## src/hw/soc_pkg.sv

```systemverilog
package soc_pkg;

    // ==========================================================
    // Widths and address map
    // ==========================================================
    localparam int XLEN       = 32;
    localparam int NUM_GPIO   = 32;
    localparam int DMEM_WORDS = 2048;
    localparam int DMEM_AW    = $clog2(DMEM_WORDS);

    localparam logic [XLEN-1:0] DMEM_BASE    = 32'h0000_0000;
    localparam logic [XLEN-1:0] DMEM_BYTES   = DMEM_WORDS * 4;
    localparam logic [XLEN-1:0] GPIO_BASE    = 32'h2000_0000;
    localparam logic [XLEN-1:0] PWM_BASE     = 32'h2000_0100;
    localparam logic [XLEN-1:0] PERIPH_BYTES = 32;

    // Pad shared between GPIO and PWM
    localparam int PWM_PIN = 0;

    // Register offsets inside a peripheral window
    localparam logic [4:0] GPIO_IN_OFS    = 5'h00;
    localparam logic [4:0] GPIO_OUT_OFS   = 5'h04;
    localparam logic [4:0] GPIO_EN_OFS    = 5'h08;
    localparam logic [4:0] GPIO_SEL_OFS   = 5'h0C;
    localparam logic [4:0] PWM_PERIOD_OFS = 5'h00;
    localparam logic [4:0] PWM_DUTY_OFS   = 5'h04;
    localparam logic [4:0] PWM_CTRL_OFS   = 5'h08;

    // ==========================================================
    // Processor port and Wishbone types
    // ==========================================================
    // Load/store size, RISC-V funct3 encoding
    typedef enum logic [2:0] {
        MEM_B  = 3'b000,
        MEM_H  = 3'b001,
        MEM_W  = 3'b010,
        MEM_BU = 3'b100,
        MEM_HU = 3'b101
    } mem_op_e;

    typedef struct packed {
        logic [XLEN-1:0] addr;
        logic [XLEN-1:0] wdata;
        logic            write;
        logic            read;
        mem_op_e         op;
    } proc_req_t;

    typedef struct packed {
        logic [XLEN-1:0] rdata;
        logic            ack;
        logic            err;
    } proc_rsp_t;

    typedef struct packed {
        logic [XLEN-1:0] adr;
        logic [XLEN-1:0] dat;
        logic [3:0]      sel;
        logic            we;
        logic            cyc;
        logic            stb;
    } wb_m2s_t;

    typedef struct packed {
        logic [XLEN-1:0] dat;
        logic            ack;
        logic            err;
    } wb_s2m_t;

endpackage

```

## src/hw/pwm_timer.sv

```systemverilog
`timescale 1ns/1ps

module pwm_timer import soc_pkg::*; (
    input  logic    clk,
    input  logic    rst_n_i,
    input  wb_m2s_t wb_i,
    output wb_s2m_t wb_o,
    output logic    pwm_o
);

    logic [XLEN-1:0] period_q;
    logic [XLEN-1:0] duty_q;
    logic            en_q;
    logic [XLEN-1:0] cnt_q;
    logic [XLEN-1:0] rdata_q;
    logic            ack_q;
    logic            access;
    logic            wr;

    assign access = wb_i.cyc && wb_i.stb && !ack_q;
    assign wr     = access && wb_i.we;

    // Whole-word register writes
    always_ff @(posedge clk) begin
        if (!rst_n_i) begin
            period_q <= '0;
            duty_q   <= '0;
            en_q     <= 1'b0;
            ack_q    <= 1'b0;
        end else begin
            ack_q <= access;
            if (wr && wb_i.adr[4:0] == PWM_PERIOD_OFS) period_q <= wb_i.dat;
            if (wr && wb_i.adr[4:0] == PWM_DUTY_OFS)   duty_q   <= wb_i.dat;
            if (wr && wb_i.adr[4:0] == PWM_CTRL_OFS)   en_q     <= wb_i.dat[0];
        end
    end

    always_ff @(posedge clk) begin
        if (access) begin
            case (wb_i.adr[4:0])
                PWM_PERIOD_OFS: rdata_q <= period_q;
                PWM_DUTY_OFS:   rdata_q <= duty_q;
                PWM_CTRL_OFS:   rdata_q <= XLEN'(en_q);
                default:        rdata_q <= '0;
            endcase
        end
    end

    // Counter runs 0 .. period-1, held at zero while disabled
    always_ff @(posedge clk) begin
        if (!rst_n_i || !en_q) begin
            cnt_q <= '0;
        end else if (cnt_q + 1'b1 >= period_q) begin
            cnt_q <= '0;
        end else begin
            cnt_q <= cnt_q + 1'b1;
        end
    end

    assign pwm_o = en_q && (cnt_q < duty_q);
    assign wb_o  = '{dat: rdata_q, ack: ack_q, err: 1'b0};

endmodule

```

## config.mk

```make
export PLATFORM = sky130hd
export DESIGN_NAME = pwm_timer
export DESIGN_NICKNAME = d
export VERILOG_FILES = /design/src/hw/soc_pkg.sv /design/src/hw/pwm_timer.sv
export SDC_FILE = /design/constraint.sdc
export NUM_CORES = 1
export LEC_CHECK = 0
export ABC_AREA = 1
export CORE_MARGIN = 3
export CORE_UTILIZATION = 25
export DETAILED_ROUTE_END_ITERATION = 16
export DONT_BUFFER_PORTS = 1
export GPL_ROUTABILITY_DRIVEN = 0
export HOLD_SLACK_MARGIN = 0.1
export SLEW_MARGIN = 25
export SYNTH_ARGS = -nofsm -noshare
export SYNTH_HDL_FRONTEND = slang
export SYNTH_SLANG_ARGS = --single-unit
```

## constraint.sdc

```tcl
create_clock -name clk -period 4 [get_ports clk]
set_input_delay 0.8 -clock clk [delete_from_list [all_inputs] [get_ports clk]]
set_output_delay 0.8 -clock clk [all_outputs]
set_load 0.02 [all_outputs]
```

After elaboration in Yosys (flattened, before gate mapping)
Cells that the tools add are included.
Cells by class
  reductions and logical operators: 13
  $add $sub $neg: 1
  order comparisons: 2
  equality and inequality tests: 2
  mux-type cells: 1
Operator list (count)
  case mux 32 bit (3 select lines): 1
  adder 32 x 1 -> 32 bit, second input constant: 1
  >= comparator 32 bit: 1
  < comparator 32 bit: 1
  logical AND 1 bit: 7
  == test 5 x 3 -> 1 bit, second input constant: 1
  == test 5 x 4 -> 1 bit, second input constant: 1
  logical NOT 5 bit: 1
  logical NOT 1 bit: 3
  OR reduction 2 bit: 1
  logical OR 1 bit: 1
Word-level totals
  input port bits: 73
  register bits: 130
  logic and storage cells: 25

Longest topological paths before layout
Gate-level depths: netlist of the first run.
  word-level depth: 4
  mapped depth: 19
  depth with buffers taken out: 18

Worst setup path before layout of the first run
Ideal clock, no wire load.
  path type: input -> register
  start: input port wb_i[1] in the netlist's numbering
  end: register duty_q[23]
  library setup time: 0.128 ns
  arrival: 2.320 ns
  cell stages on the path: 8
  path buffers: 1
  slack: 1.552 ns
  cells stage by stage: nand3_1 -> inv_1 -> nand2_1 -> nor2_1 -> inv_2 -> clkbuf_1 -> o21ai_0 -> a21oi_1
On the way
  cells in the longest elaborated chain, start to end: 4
RTL lines
  start: declaration: RTL line pwm_timer.sv:6  | input wb_m2s_t wb_i,
  logical AND 1 bit (2 in a row): RTL line pwm_timer.sv:20  | assign access = wb_i.cyc && wb_i.stb && !ack_q;
  named net access: RTL line pwm_timer.sv:17  | logic access;
  logical AND 1 bit: RTL line pwm_timer.sv:21  | assign wr = access && wb_i.we;
  logical AND 1 bit: RTL line pwm_timer.sv:33  | if (wr && wb_i.adr[4:0] == PWM_DUTY_OFS) duty_q <= wb_i.dat;
  end signal: assignment: RTL line pwm_timer.sv:33
  end: declaration: RTL line pwm_timer.sv:12  | logic [XLEN-1:0] duty_q;
The timed path passes the listed nets, and every way through them passes these cells.
A chain may end at the register's enable or synchronous reset.

Worst setup path in the final report of the first run
  start: register cnt_q[23]
  end: output port pwm_o
On the way
  cells in the longest elaborated chain, start to end: 2
RTL lines
  start: declaration: RTL line pwm_timer.sv:14  | logic [XLEN-1:0] cnt_q;
  start signal: assignment: RTL line pwm_timer.sv:56  | cnt_q <= cnt_q + 1'b1;
  < comparator 32 bit: RTL line pwm_timer.sv:60  | assign pwm_o = en_q && (cnt_q < duty_q);
  logical AND 1 bit: RTL line pwm_timer.sv:60
  end: declaration: RTL line pwm_timer.sv:8  | output logic pwm_o
No other way between the ends.

==> results of run 1 <==
critical path: cells and delay by family, from the launching register on:
family / cells / cell delay [ns]
simple gates: 6 / 0.83
compound gates: 1 / 0.19
fa+ha+maj: 1 / 0.30
flops: 1 / 0.48
cell usage in the layout, fill, tap and decap left out, types with 2 or more instances in the layout:
cell / n
ha_1: 64
nor2_2: 5
clkinv_2: 4
clkbuf_1: 7
nand2_2: 3
edfxtp_1: 32
inv_2: 5
nand3_2: 2
o22ai_1: 31
nand4_1: 16
nor2_4: 3
a21o_1: 3
o21ai_0: 74
buf_4: 5
bufinv_16: 2
xor2_1: 20
dfxtp_1: 98
nor3_2: 3
a21oi_1: 94
clkbuf_8: 2
xnor2_1: 3
inv_1: 140
nor2_1: 71
nand4_2: 2
clkbuf_16: 17
nand2_4: 2
o21a_1: 2
nor3_1: 13
nand3_1: 19
nand2_1: 100
nor4_1: 2
and3_1: 2
worst paths after layout:
check | from | endpoint | slack [ns] | depth (start not counted)
min reg2reg | duty_q[5] | duty_q[5] | 0.48 | 2
max reg2reg | cnt_q[0] | cnt_q[19] | 1.08 | 17
min | duty_q[5] | duty_q[5] | 0.48 | 2
max | cnt_q[23] | pwm_o | 0.98 | 8
cell families (layout without fill, tap and decap cells):
family,after synthesis,after routing
AND/OR/NAND/NOR,246,246
AO/OA/AOI/OAI,206,206
flip-flops,130,130
XOR/XNOR,23,23
adder cells (fa/ha/maj),64,64
other,1,1
buffers and inverters,177,183
registers in the layout, indices dropped and copies added, names as in the netlist:
register	count
cnt_q	32
duty_q	32
period_q	32
rdata_q	32
ack_q	1
en_q	1
layout make-up:
| cell class | instances | share of cell area [%] |
|---|---|---|
| clock buffers | 26 | 6.20 |
| clock inverters | 6 | 1.02 |
| inverters | 146 | 7.10 |
| multi-input cells | 540 | 42.0 |
| flip-flops and latches | 130 | 37.8 |
| well taps | 335 | 5.42 |
| repair buffers | 5 | 0.485 |
power groups by stage:
| stage | Clock [uW] | Combinational, uW | Sequential [uW] |
|---|---|---|---|
| 5_1_grt | 1590 | 58.5 | 1380 |
| 3_5_place_dp | 0 | 50.1 | 1410 |
| 3_3_place_gp | 0 | 49.3 | 1410 |
| 2_1_floorplan | 0 | 44.6 | 1400 |
| 6_report | 1490 | 49.1 | 1380 |
| 4_1_cts | 1520 | 50.5 | 1380 |
per-stage QoR:
stage               worst slack (ns)  util [%]  hold slack, ns
floorplan                       1.55         -           0.449
global placement                1.10      27.1           0.472
detailed placement              1.05      27.1           0.476
CTS                            0.955      29.2           0.485
global route                   0.709      29.2           0.506
finish                         0.982      29.2           0.480
routing by layer:
metal  part of all wire, %  global-route usage (%)
met3                   8.0                    4.85
met2                    42                    17.1
met4                   1.0                    2.94
met1                    49                    15.7
met5                     0                       0
==> impl_metrics.xml, run 1 <==
<?xml version="1.0" encoding="UTF-8"?>
<metrics>
  <group name="setup_path">
    <metric name="cells_along_the_critical_path" unit="">ha_1, nand2_1, nor2_1, nor2_1, nand3_1, a21oi_1, nand2_1, nor2_1</metric>
    <metric name="worst-endpoint-required" unit="ns">3.20</metric>
    <metric name="critical_path_class" unit="">reg -&gt; out</metric>
    <metric name="arrival" unit="ns">2.22</metric>
    <metric name="startpoint_type" unit="">register</metric>
    <metric name="largest_driver_fanout_on_the_critical_path" unit="">8</metric>
    <metric name="slowest_delay" unit="ns">0.48</metric>
    <metric name="endpoint_kind" unit="">primary output</metric>
    <metric name="slowest_stage" unit="">dfxtp_1</metric>
    <metric name="critical_path.most_common_cell" unit="">nor2_1</metric>
  </group>
  <group name="cts">
    <metric name="htreeDepth" unit="">4</metric>
    <metric name="cts-root-buf" unit="">clkbuf_16</metric>
    <metric name="clkLatencyLatePin" unit="ns">0.42</metric>
    <metric name="cts_buffers" unit="">17</metric>
    <metric name="cts_setup_buffers" unit="">0</metric>
    <metric name="cts_hold_buffers" unit="">0</metric>
    <metric name="clkTransAtPathRegs" unit="ns">0.05</metric>
    <metric name="clock_path_buffers" unit="">2</metric>
    <metric name="ctsResizeCount" unit="">0</metric>
    <metric name="clock_sinks" unit="">130</metric>
    <metric name="clock_tree_from_tritoncts" unit="">built</metric>
  </group>
  <group name="synth">
    <metric name="yosys.area_share.adder" unit="%">11.7</metric>
    <metric name="distinct_cell_type_count_after_synthesis" unit="">36</metric>
    <metric name="synth_area_per_cell" unit="sq um">8.09</metric>
    <metric name="synth-simple-area-share" unit="%">16.9</metric>
    <metric name="ys_async_rst_share" unit="%">0</metric>
    <metric name="synth_nets" unit="">984</metric>
    <metric name="yosys.area_share.xor_xnor" unit="%">2.94</metric>
    <metric name="synth_top_area_cell" unit="">dfxtp_1</metric>
    <metric name="compound_cell_area_share_of_the_yosys_netlist" unit="%">15.8</metric>
    <metric name="synth.most_common_cell" unit="">inv_1</metric>
    <metric name="synth.area.mux_share" unit="%">0</metric>
    <metric name="synth_top_family_by_area" unit="">simple AND/OR/NAND/NOR gates</metric>
    <metric name="postSynthRegisterBits" unit="">130</metric>
    <metric name="yosys-top-cells-count" unit="">140 x inv_1, 100 x nand2_1, 98 x dfxtp_1, 94 x a21oi_1, 74 x o21ai_0</metric>
    <metric name="synth_flop_cell" unit="">dfxtp_1</metric>
    <metric name="yosysTopAreaCellShare" unit="%">28.6</metric>
    <metric name="yosysWarnings" unit="">0</metric>
    <metric name="syn-instance-count" unit="">847</metric>
    <metric name="synth_sequential_area_ratio" unit="%">42.7</metric>
    <metric name="synth_area" unit="sq mm">0.00685</metric>
    <metric name="synth-edff-count" unit="">32</metric>
    <metric name="top_area_cells_in_the_synthesized_netlist" unit="">dfxtp_1 29%, edfxtp_1 14%, ha_1 12%</metric>
  </group>
  <group name="finish">
    <metric name="fill_cells" unit="">2795</metric>
    <metric name="final_design_area_no_fill" unit="sq mm">0.00773</metric>
    <metric name="register_area" unit="sq mm">0.00292</metric>
    <metric name="post_route_cells_drive_above_1_share" unit="%">6.80</metric>
    <metric name="nNetsFinal" unit="">977</metric>
    <metric name="multiInputGateArea" unit="sq mm">0.00325</metric>
    <metric name="flow.area_growth_from_synthesis" unit="%">12.9</metric>
    <metric name="final_cell_count_without_fillers" unit="">1188</metric>
    <metric name="diodes" unit="">0</metric>
  </group>
  <group name="floorplanning">
    <metric name="dieArea" unit="sq mm">0.0294</metric>
    <metric name="die_width" unit="um">172</metric>
    <metric name="placement_rows" unit="">59</metric>
    <metric name="floorplan.core_area" unit="sq mm">0.0265</metric>
    <metric name="die-height" unit="um">172</metric>
    <metric name="initial_core_util" unit="%">25.8</metric>
    <metric name="ios" unit="">108</metric>
  </group>
  <group name="placed_design">
    <metric name="place.port_buffers" unit="">0</metric>
    <metric name="dpl.cell_count" unit="">1156</metric>
    <metric name="place_hpwl" unit="mm">12.2</metric>
    <metric name="detailed_place.area" unit="sq mm">0.00718</metric>
  </group>
  <group name="power">
    <metric name="clock_power_share" unit="%">51.1</metric>
    <metric name="switchingPower" unit="uW">605</metric>
    <metric name="power_per_cell_area" unit="mW/mm^2">378</metric>
    <metric name="share_seq_of_total_power" unit="%">47.2</metric>
    <metric name="p_comb_share" unit="%">1.7</metric>
    <metric name="power_leakage" unit="uW">0.00316</metric>
    <metric name="max-vdd-ir-drop" unit="mV">0.290</metric>
    <metric name="intPower" unit="uW">2320</metric>
    <metric name="finalPower" unit="uW">2920</metric>
    <metric name="power.share.switching" unit="%">20.7</metric>
  </group>
  <group name="detailed_routing">
    <metric name="number_of_vias_per_cell_after_detailed_routing" unit="">4.55</metric>
    <metric name="totalWireLength" unit="mm">16.5</metric>
    <metric name="final_antenna_net_count" unit="">0</metric>
    <metric name="count_of_tritonroute_iterations_in_the_first_routing_pass" unit="">5</metric>
    <metric name="drc_errors" unit="">0</metric>
    <metric name="routed-via-count" unit="">5400</metric>
    <metric name="drtIter0Drc" unit="">479</metric>
    <metric name="wire_per_inst" unit="um">13.9</metric>
  </group>
  <group name="global_route">
    <metric name="grt_first_pass_wirelength" unit="mm">26.6</metric>
    <metric name="grt_pass1_vias" unit="">4960</metric>
    <metric name="antenna_violations_before_repair" unit="">0</metric>
    <metric name="grt_remaining_overflow" unit="">0</metric>
    <metric name="grt_start_max_net_pins" unit="">67</metric>
    <metric name="grt.total_usage" unit="%">11.6</metric>
  </group>
  <group name="sta">
    <metric name="finalCritPeriodShare" unit="%">75.5</metric>
    <metric name="finalClockSkew" unit="ns">0.00980</metric>
    <metric name="fmaxAchievable" unit="GHz">0.331</metric>
    <metric name="worstMarginPinSlew" unit="ns">0.963</metric>
    <metric name="finalHoldViolCount" unit="">0</metric>
    <metric name="max_slew_margin" unit="%">35.8</metric>
    <metric name="rsz0062_at_grt" unit="">false</metric>
    <metric name="setup_violations" unit="">0</metric>
    <metric name="finalMaxSlewViolations" unit="">0</metric>
    <metric name="final.setup.tns" unit="ns">0</metric>
    <metric name="post-route-min-period" unit="ns">3.02</metric>
  </group>
  <group name="run">
    <metric name="max_cap_violations" unit="">0</metric>
  </group>
  <group name="status">
    <metric name="outcome" unit="">complete, no violations</metric>
  </group>
  <group name="min_path">
    <metric name="worst_hold_path_type" unit="">reg -&gt; reg</metric>
  </group>
</metrics>
Power figures use the tool's default switching activity.
==> inputs of run 2 (changes only) <==
==> constraint.sdc (replaced) <==
create_clock -name clk -period 3 [get_ports clk]
set_input_delay 0.6 -clock clk [delete_from_list [all_inputs] [get_ports clk]]
set_output_delay 0.6 -clock clk [all_outputs]
set_load 0.02 [all_outputs]
==> run 2 against run 1 <==
Combinational power is 37% higher. Register-to-register slack got worse by 0.86 ns. Core utilization increased by 0.40 points. Via count is 0.17% lower. Worst setup slack got worse by 0.84 ns. Largest cell class unchanged. Final cell count grew 0.34%. Critical endpoint unchanged. Clock power grew 35%. Wire length grew 3.5%.
==> impl_metrics.xml, run 2 (synthesis results as in run 1) <==
<?xml version="1.0" encoding="UTF-8"?>
<metrics>
  <group name="status">
    <metric name="outcome" unit="">complete, no violations</metric>
  </group>
  <group name="sta">
    <metric name="max_slew_margin" unit="%">34.2</metric>
    <metric name="finalCritPeriodShare" unit="%">95.4</metric>
    <metric name="setup_violations" unit="">0</metric>
    <metric name="finalClockSkew" unit="ns">0.00890</metric>
    <metric name="final.setup.tns" unit="ns">0</metric>
    <metric name="rsz0062_at_grt" unit="">false</metric>
    <metric name="finalMaxSlewViolations" unit="">0</metric>
    <metric name="finalHoldViolCount" unit="">0</metric>
    <metric name="fmaxAchievable" unit="GHz">0.349</metric>
    <metric name="worstMarginPinSlew" unit="ns">0.986</metric>
    <metric name="post-route-min-period" unit="ns">2.86</metric>
  </group>
  <group name="detailed_routing">
    <metric name="final_antenna_net_count" unit="">0</metric>
    <metric name="number_of_vias_per_cell_after_detailed_routing" unit="">4.52</metric>
    <metric name="totalWireLength" unit="mm">17.1</metric>
    <metric name="drc_errors" unit="">0</metric>
    <metric name="drtIter0Drc" unit="">481</metric>
    <metric name="routed-via-count" unit="">5391</metric>
    <metric name="count_of_tritonroute_iterations_in_the_first_routing_pass" unit="">4</metric>
    <metric name="wire_per_inst" unit="um">14.3</metric>
  </group>
  <group name="finish">
    <metric name="register_area" unit="sq mm">0.00293</metric>
    <metric name="fill_cells" unit="">2768</metric>
    <metric name="flow.area_growth_from_synthesis" unit="%">14.5</metric>
    <metric name="mostFrequentLayoutCells" unit="">140 x inv_1, 100 x nand2_1, 94 x a21oi_1, 90 x dfxtp_1, 74 x o21ai_0</metric>
    <metric name="multiInputGateArea" unit="sq mm">0.00330</metric>
    <metric name="post_route_cells_drive_above_1_share" unit="%">9.57</metric>
    <metric name="nNetsFinal" unit="">982</metric>
    <metric name="diodes" unit="">0</metric>
    <metric name="final_cell_count_without_fillers" unit="">1192</metric>
    <metric name="mostFrequentLayoutCell" unit="">inv_1</metric>
  </group>
  <group name="placed_design">
    <metric name="place.port_buffers" unit="">0</metric>
    <metric name="place_hpwl" unit="mm">12.3</metric>
    <metric name="dpl.cell_count" unit="">1161</metric>
  </group>
  <group name="floorplanning">
    <metric name="die-height" unit="um">172</metric>
    <metric name="dieArea" unit="sq mm">0.0294</metric>
    <metric name="die_width" unit="um">172</metric>
    <metric name="floorplan.core_area" unit="sq mm">0.0265</metric>
    <metric name="initial_core_util" unit="%">25.8</metric>
    <metric name="ios" unit="">108</metric>
    <metric name="placement_rows" unit="">59</metric>
  </group>
  <group name="power">
    <metric name="intPower" unit="uW">3090</metric>
    <metric name="switchingPower" unit="uW">830</metric>
    <metric name="clock_power_share" unit="%">51.3</metric>
    <metric name="power_leakage" unit="uW">0.00322</metric>
    <metric name="power.share.switching" unit="%">21.2</metric>
    <metric name="p_comb_share" unit="%">1.7</metric>
    <metric name="power_per_cell_area" unit="mW/mm^2">499</metric>
    <metric name="max-vdd-ir-drop" unit="mV">0.369</metric>
    <metric name="share_seq_of_total_power" unit="%">47.0</metric>
  </group>
  <group name="cts">
    <metric name="clkTransAtPathRegs" unit="ns">0.06</metric>
    <metric name="htreeDepth" unit="">4</metric>
    <metric name="clock_tree_from_tritoncts" unit="">built</metric>
    <metric name="cts_buffers" unit="">17</metric>
    <metric name="clock_path_buffers" unit="">2</metric>
    <metric name="cts-root-buf" unit="">clkbuf_16</metric>
    <metric name="cts_setup_buffers" unit="">0</metric>
    <metric name="clock_sinks" unit="">130</metric>
    <metric name="clkLatencyLatePin" unit="ns">0.42</metric>
  </group>
  <group name="setup_path">
    <metric name="arrival" unit="ns">2.26</metric>
    <metric name="critical_path_class" unit="">reg -&gt; out</metric>
    <metric name="worst-endpoint-required" unit="ns">2.40</metric>
    <metric name="timing.critical_path.buf_inv" unit="">3</metric>
    <metric name="critPathLaunch" unit="">cnt_q[15]</metric>
    <metric name="slowest_delay" unit="ns">0.35</metric>
    <metric name="cpLargestDelayFamily" unit="">simple AND/OR/NAND/NOR gates</metric>
    <metric name="cells_along_the_critical_path" unit="">buf_4, ha_1, nand2_1, inv_1, nand3_1, inv_1, a21oi_1, nand2_1, nand2_1, nand2_1, nor2_2</metric>
    <metric name="rr_startpoint" unit="">cnt_q[5]</metric>
    <metric name="startpoint_type" unit="">register</metric>
    <metric name="endpoint_kind" unit="">primary output</metric>
    <metric name="worstReg2RegEnd" unit="">cnt_q[30]</metric>
    <metric name="largest_driver_fanout_on_the_critical_path" unit="">5</metric>
    <metric name="slowest_stage" unit="">dfxtp_1</metric>
    <metric name="r2r.worst_path.cells" unit="">16</metric>
    <metric name="critical_path.most_common_cell" unit="">nand2_1</metric>
    <metric name="regToRegSetupSlack" unit="ns">0.22</metric>
  </group>
  <group name="global_route">
    <metric name="grt_first_pass_wirelength" unit="mm">26.7</metric>
    <metric name="grt_start_max_net_pins" unit="">67</metric>
    <metric name="antenna_violations_before_repair" unit="">0</metric>
    <metric name="grt_pass1_vias" unit="">4926</metric>
    <metric name="grt_remaining_overflow" unit="">0</metric>
    <metric name="grt.total_usage" unit="%">11.7</metric>
  </group>
  <group name="min_path">
    <metric name="worst_hold_path_type" unit="">in -&gt; reg</metric>
    <metric name="min-delay-start" unit="">rst_n_i</metric>
    <metric name="min_path_cells" unit="">2</metric>
    <metric name="holdPathEnd" unit="">period_q[31]</metric>
  </group>
  <group name="run">
    <metric name="max_cap_violations" unit="">0</metric>
  </group>
</metrics>
run 2: final cells by class:
cell class | instances | area share, %
Timing Repair Buffer | 10 | 1.05
Sequential cell | 130 | 37.4
Clock inverter | 7 | 1.09
Clock buffer | 24 | 6.02
Multi-Input combinational cell | 540 | 42.1
Inverter | 146 | 7.00
Tap cell | 335 | 5.35
run 2: repair_timing:
item | 4_1_cts | 5_1_grt
endpoints found under the hold margin | 0 | 0
pin swaps | 0 | 1
gates resized for setup | 1 | 21
hold buffers | 0 | 0
endpoints found under the setup margin | 1 | 32
run 2: stage by stage:
stage / util, % / power [uW] / cell area, sq um / setup slack, ns / hold slack (ns)
finish: 29.6 / 3920 / 7840 / 0.138 / 0.314
global route: 29.6 / 4040 / 7840 / 0.00477 / 0.318
CTS: 29.3 / 3960 / 7770 / 0.0950 / 0.305
detailed placement: 27.2 / 1940 / 7210 / 0.179 / 0.476
global placement: 27.2 / 1940 / 7210 / 0.188 / 0.472
floorplan: - / 1930 / 6850 / 0.574 / 0.449
run 2: power groups by stage:
stage          clock, uW  combinational (uW)  sequential, uW
2_1_floorplan          0                59.5            1870
3_3_place_gp           0                66.3            1880
3_5_place_dp           0                67.4            1880
4_1_cts             2050                68.5            1840
5_1_grt             2120                79.1            1840
6_report            2010                67.5            1840
run 2: worst max path at each step:
stage                      endpoint  slack, ns  cells after the start
after global placement    cnt_q[30]       0.19                     15
after CTS                     pwm_o       0.09                     11
after floorplan           cnt_q[27]       0.57                     17
final                         pwm_o       0.14                     11
after detailed placement  cnt_q[26]       0.18                     16
after global routing       cnt_q[1]      0.005                     16
run 2: routing by layer:
| layer | vias to the layer above | global-route usage (%) | wire length (um) |
|---|---|---|---|
| li1 | 2806 | - | - |
| met4 | 0 | 3.71 | 146 |
| met1 | 2447 | 16.3 | 8310 |
| met3 | 15 | 4.07 | 1360 |
| met2 | 123 | 16.8 | 7240 |
| met5 | - | 0 | 0 |
run 2: worst reg2reg max path: cells and delay by family (launching register included):
family,cells,cell delay (ns)
AND/OR/NAND/NOR,9,1.08
flip-flops,1,0.42
AO/OA/AOI/OAI,3,0.35
adder cells (fa/ha/maj),1,0.30
buffers and inverters,2,0.27
XOR/XNOR,1,0.25
==> inputs of run 3 (changes only) <==
--- a/config.mk
+++ b/config.mk
@@ -12,6 +12,7 @@
 export DONT_BUFFER_PORTS = 1
 export GPL_ROUTABILITY_DRIVEN = 0
 export HOLD_SLACK_MARGIN = 0.1
+export SETUP_SLACK_MARGIN = 0.3
 export SLEW_MARGIN = 25
 export SYNTH_ARGS = -nofsm -noshare
 export SYNTH_HDL_FRONTEND = slang
==> run 3 against run 2 <==
Final cell count rose by 1.5%. Largest cell class unchanged. Critical path type is now reg -> reg. Count of clock-buffer cells in the layout did not move. Worst setup slack improved by 0.14 ns. Critical endpoint is now cnt_q[6]. Power barely moved. Maximum frequency rose by 5.0%.
==> impl_metrics.xml, run 3 (synthesis results as in run 1) <==
<?xml version="1.0" encoding="UTF-8"?>
<metrics>
  <group name="cts">
    <metric name="clkTransAtPathRegs" unit="ns">0.06</metric>
    <metric name="clock_tree_from_tritoncts" unit="">built</metric>
    <metric name="cts-root-buf" unit="">clkbuf_16</metric>
    <metric name="clkLatencyLatePin" unit="ns">0.42</metric>
    <metric name="cts_hold_buffers" unit="">0</metric>
    <metric name="htreeDepth" unit="">4</metric>
    <metric name="clock_sinks" unit="">130</metric>
    <metric name="clock_path_buffers" unit="">2</metric>
    <metric name="cts_buffers" unit="">17</metric>
  </group>
  <group name="setup_path">
    <metric name="rr_startpoint" unit="">cnt_q[11]</metric>
    <metric name="critical_path_class" unit="">reg -&gt; reg</metric>
    <metric name="largest_driver_fanout_on_the_critical_path" unit="">7</metric>
    <metric name="critPathLaunch" unit="">cnt_q[11]</metric>
    <metric name="startpoint_type" unit="">register</metric>
    <metric name="arrival" unit="ns">3.03</metric>
    <metric name="endpoint_kind" unit="">register</metric>
    <metric name="worst-endpoint-required" unit="ns">3.30</metric>
  </group>
  <group name="finish">
    <metric name="flow.area_growth_from_synthesis" unit="%">24.2</metric>
    <metric name="fill_cells" unit="">2670</metric>
    <metric name="register_area" unit="sq mm">0.00299</metric>
    <metric name="diodes" unit="">0</metric>
    <metric name="mostFrequentLayoutCells" unit="">133 x inv_1, 86 x a21oi_1, 77 x nand2_1, 71 x o21ai_0, 71 x dfxtp_1</metric>
    <metric name="post_route_cells_drive_above_1_share" unit="%">23.0</metric>
    <metric name="multiInputGateArea" unit="sq mm">0.00375</metric>
    <metric name="nNetsFinal" unit="">1000</metric>
    <metric name="final_design_area_no_fill" unit="sq mm">0.00850</metric>
    <metric name="mostFrequentLayoutCell" unit="">inv_1</metric>
  </group>
  <group name="floorplanning">
    <metric name="initial_core_util" unit="%">25.8</metric>
    <metric name="floorplan.core_area" unit="sq mm">0.0265</metric>
    <metric name="ios" unit="">108</metric>
    <metric name="placement_rows" unit="">59</metric>
    <metric name="die_width" unit="um">172</metric>
    <metric name="die-height" unit="um">172</metric>
    <metric name="dieArea" unit="sq mm">0.0294</metric>
  </group>
  <group name="sta">
    <metric name="fmaxAchievable" unit="GHz">0.367</metric>
    <metric name="final.setup.tns" unit="ns">0</metric>
    <metric name="setup_violations" unit="">0</metric>
    <metric name="finalHoldViolCount" unit="">0</metric>
    <metric name="worstMarginPinSlew" unit="ns">0.994</metric>
    <metric name="post-route-min-period" unit="ns">2.73</metric>
    <metric name="finalCritPeriodShare" unit="%">90.9</metric>
    <metric name="finalClockSkew" unit="ns">0.00809</metric>
    <metric name="finalMaxSlewViolations" unit="">0</metric>
    <metric name="max_slew_margin" unit="%">33.6</metric>
    <metric name="finalHoldWorstSlack" unit="ns">0.324</metric>
    <metric name="rsz0062_at_grt" unit="">true</metric>
  </group>
  <group name="power">
    <metric name="power_per_cell_area" unit="mW/mm^2">460</metric>
    <metric name="finalPower" unit="uW">3910</metric>
    <metric name="power_leakage" unit="uW">0.00351</metric>
    <metric name="max-vdd-ir-drop" unit="mV">0.377</metric>
  </group>
  <group name="detailed_routing">
    <metric name="final_antenna_net_count" unit="">0</metric>
    <metric name="number_of_vias_per_cell_after_detailed_routing" unit="">4.63</metric>
    <metric name="totalWireLength" unit="mm">18.3</metric>
    <metric name="count_of_tritonroute_iterations_in_the_first_routing_pass" unit="">5</metric>
    <metric name="drc_errors" unit="">0</metric>
    <metric name="routed-via-count" unit="">5600</metric>
    <metric name="wire_per_inst" unit="um">15.1</metric>
    <metric name="drtIter0Drc" unit="">457</metric>
  </group>
  <group name="global_route">
    <metric name="grt_remaining_overflow" unit="">0</metric>
    <metric name="grt_start_max_net_pins" unit="">67</metric>
    <metric name="antenna_violations_before_repair" unit="">0</metric>
    <metric name="grt_pass1_vias" unit="">5028</metric>
    <metric name="grt.total_usage" unit="%">12.1</metric>
    <metric name="grt_first_pass_wirelength" unit="mm">27.4</metric>
  </group>
  <group name="min_path">
    <metric name="min-delay-start" unit="">rst_n_i</metric>
    <metric name="worst_hold_path_type" unit="">in -&gt; reg</metric>
  </group>
  <group name="status">
    <metric name="outcome" unit="">complete, no violations</metric>
  </group>
  <group name="run">
    <metric name="max_cap_violations" unit="">0</metric>
  </group>
  <group name="placed_design">
    <metric name="place_hpwl" unit="mm">12.3</metric>
    <metric name="place.port_buffers" unit="">0</metric>
    <metric name="detailed_place.area" unit="sq mm">0.00721</metric>
  </group>
</metrics>
run 3: critical path: stages (launching register included):
cell and delay (ns):
dfxtp_2 0.37, nand2_2 0.09, nor3_4 0.26, nand2_1 0.14, nor2_1 0.12, nand2_1 0.10
xor2_2 0.18, inv_2 0.07, ha_4 0.26, nand2_1 0.05, nor2_2 0.10, nand4_1 0.22
a21oi_2 0.23, nor2_4 0.07, nand2_4 0.13, buf_6 0.16, nor2_1 0.04
run 3: layout make-up:
type	instances	share of cell area [%]
Timing Repair Buffer	28	2.87
Multi-Input combinational cell	540	44.1
Sequential cell	130	35.1
Inverter	146	6.46
Tap cell	335	4.93
Clock buffer	24	5.55
Clock inverter	7	1.00
run 3: timing repair:
item | in CTS | in global routing
buffers inserted | 2 | 14
endpoints found under the setup margin | 33 | 33
gates resized for setup | 46 | 120
pin swaps | 9 | 47
gates cloned | 2 | 0
run 3: metrics by stage:
stage                     utilization, %  setup slack (ns)  instances
after floorplan                        -             0.574        847
after global placement              27.2             0.188       1161
after detailed placement            27.2             0.179       1161
after CTS                           29.9             0.296       1196
after global routing                32.1             0.159       1210
final                               32.1             0.274       1210
run 3: report_power, final:
| group | switching (uW) | internal (uW) | total [uW] |
|---|---|---|---|
| combinational | 52.9 | 23.3 | 76.1 |
| sequential | 26.4 | 1800 | 1830 |
| clock | 754 | 1250 | 2010 |
| total | 834 | 3080 | 3910 |
run 3: worst paths after layout:
| path | endpoint | slack [ns] | depth (start not counted) |
|---|---|---|---|
| worst min register to register | cnt_q[0] | 0.48 | 1 |
| worst max register to register | cnt_q[6] | 0.27 | 16 |
| worst min-delay path | period_q[31] | 0.32 | 2 |
| worst max-delay path | cnt_q[6] | 0.27 | 16 |
run 3: metal layers:
metal | global-route usage [%] | wire length [um] | vias up
li1 | - | - | 2838
met2 | 17.9 | 8180 | 118
met1 | 16.5 | 8650 | 2628
met3 | 4.07 | 1240 | 16
met4 | 3.71 | 204 | 0
met5 | 0 | 0 | -
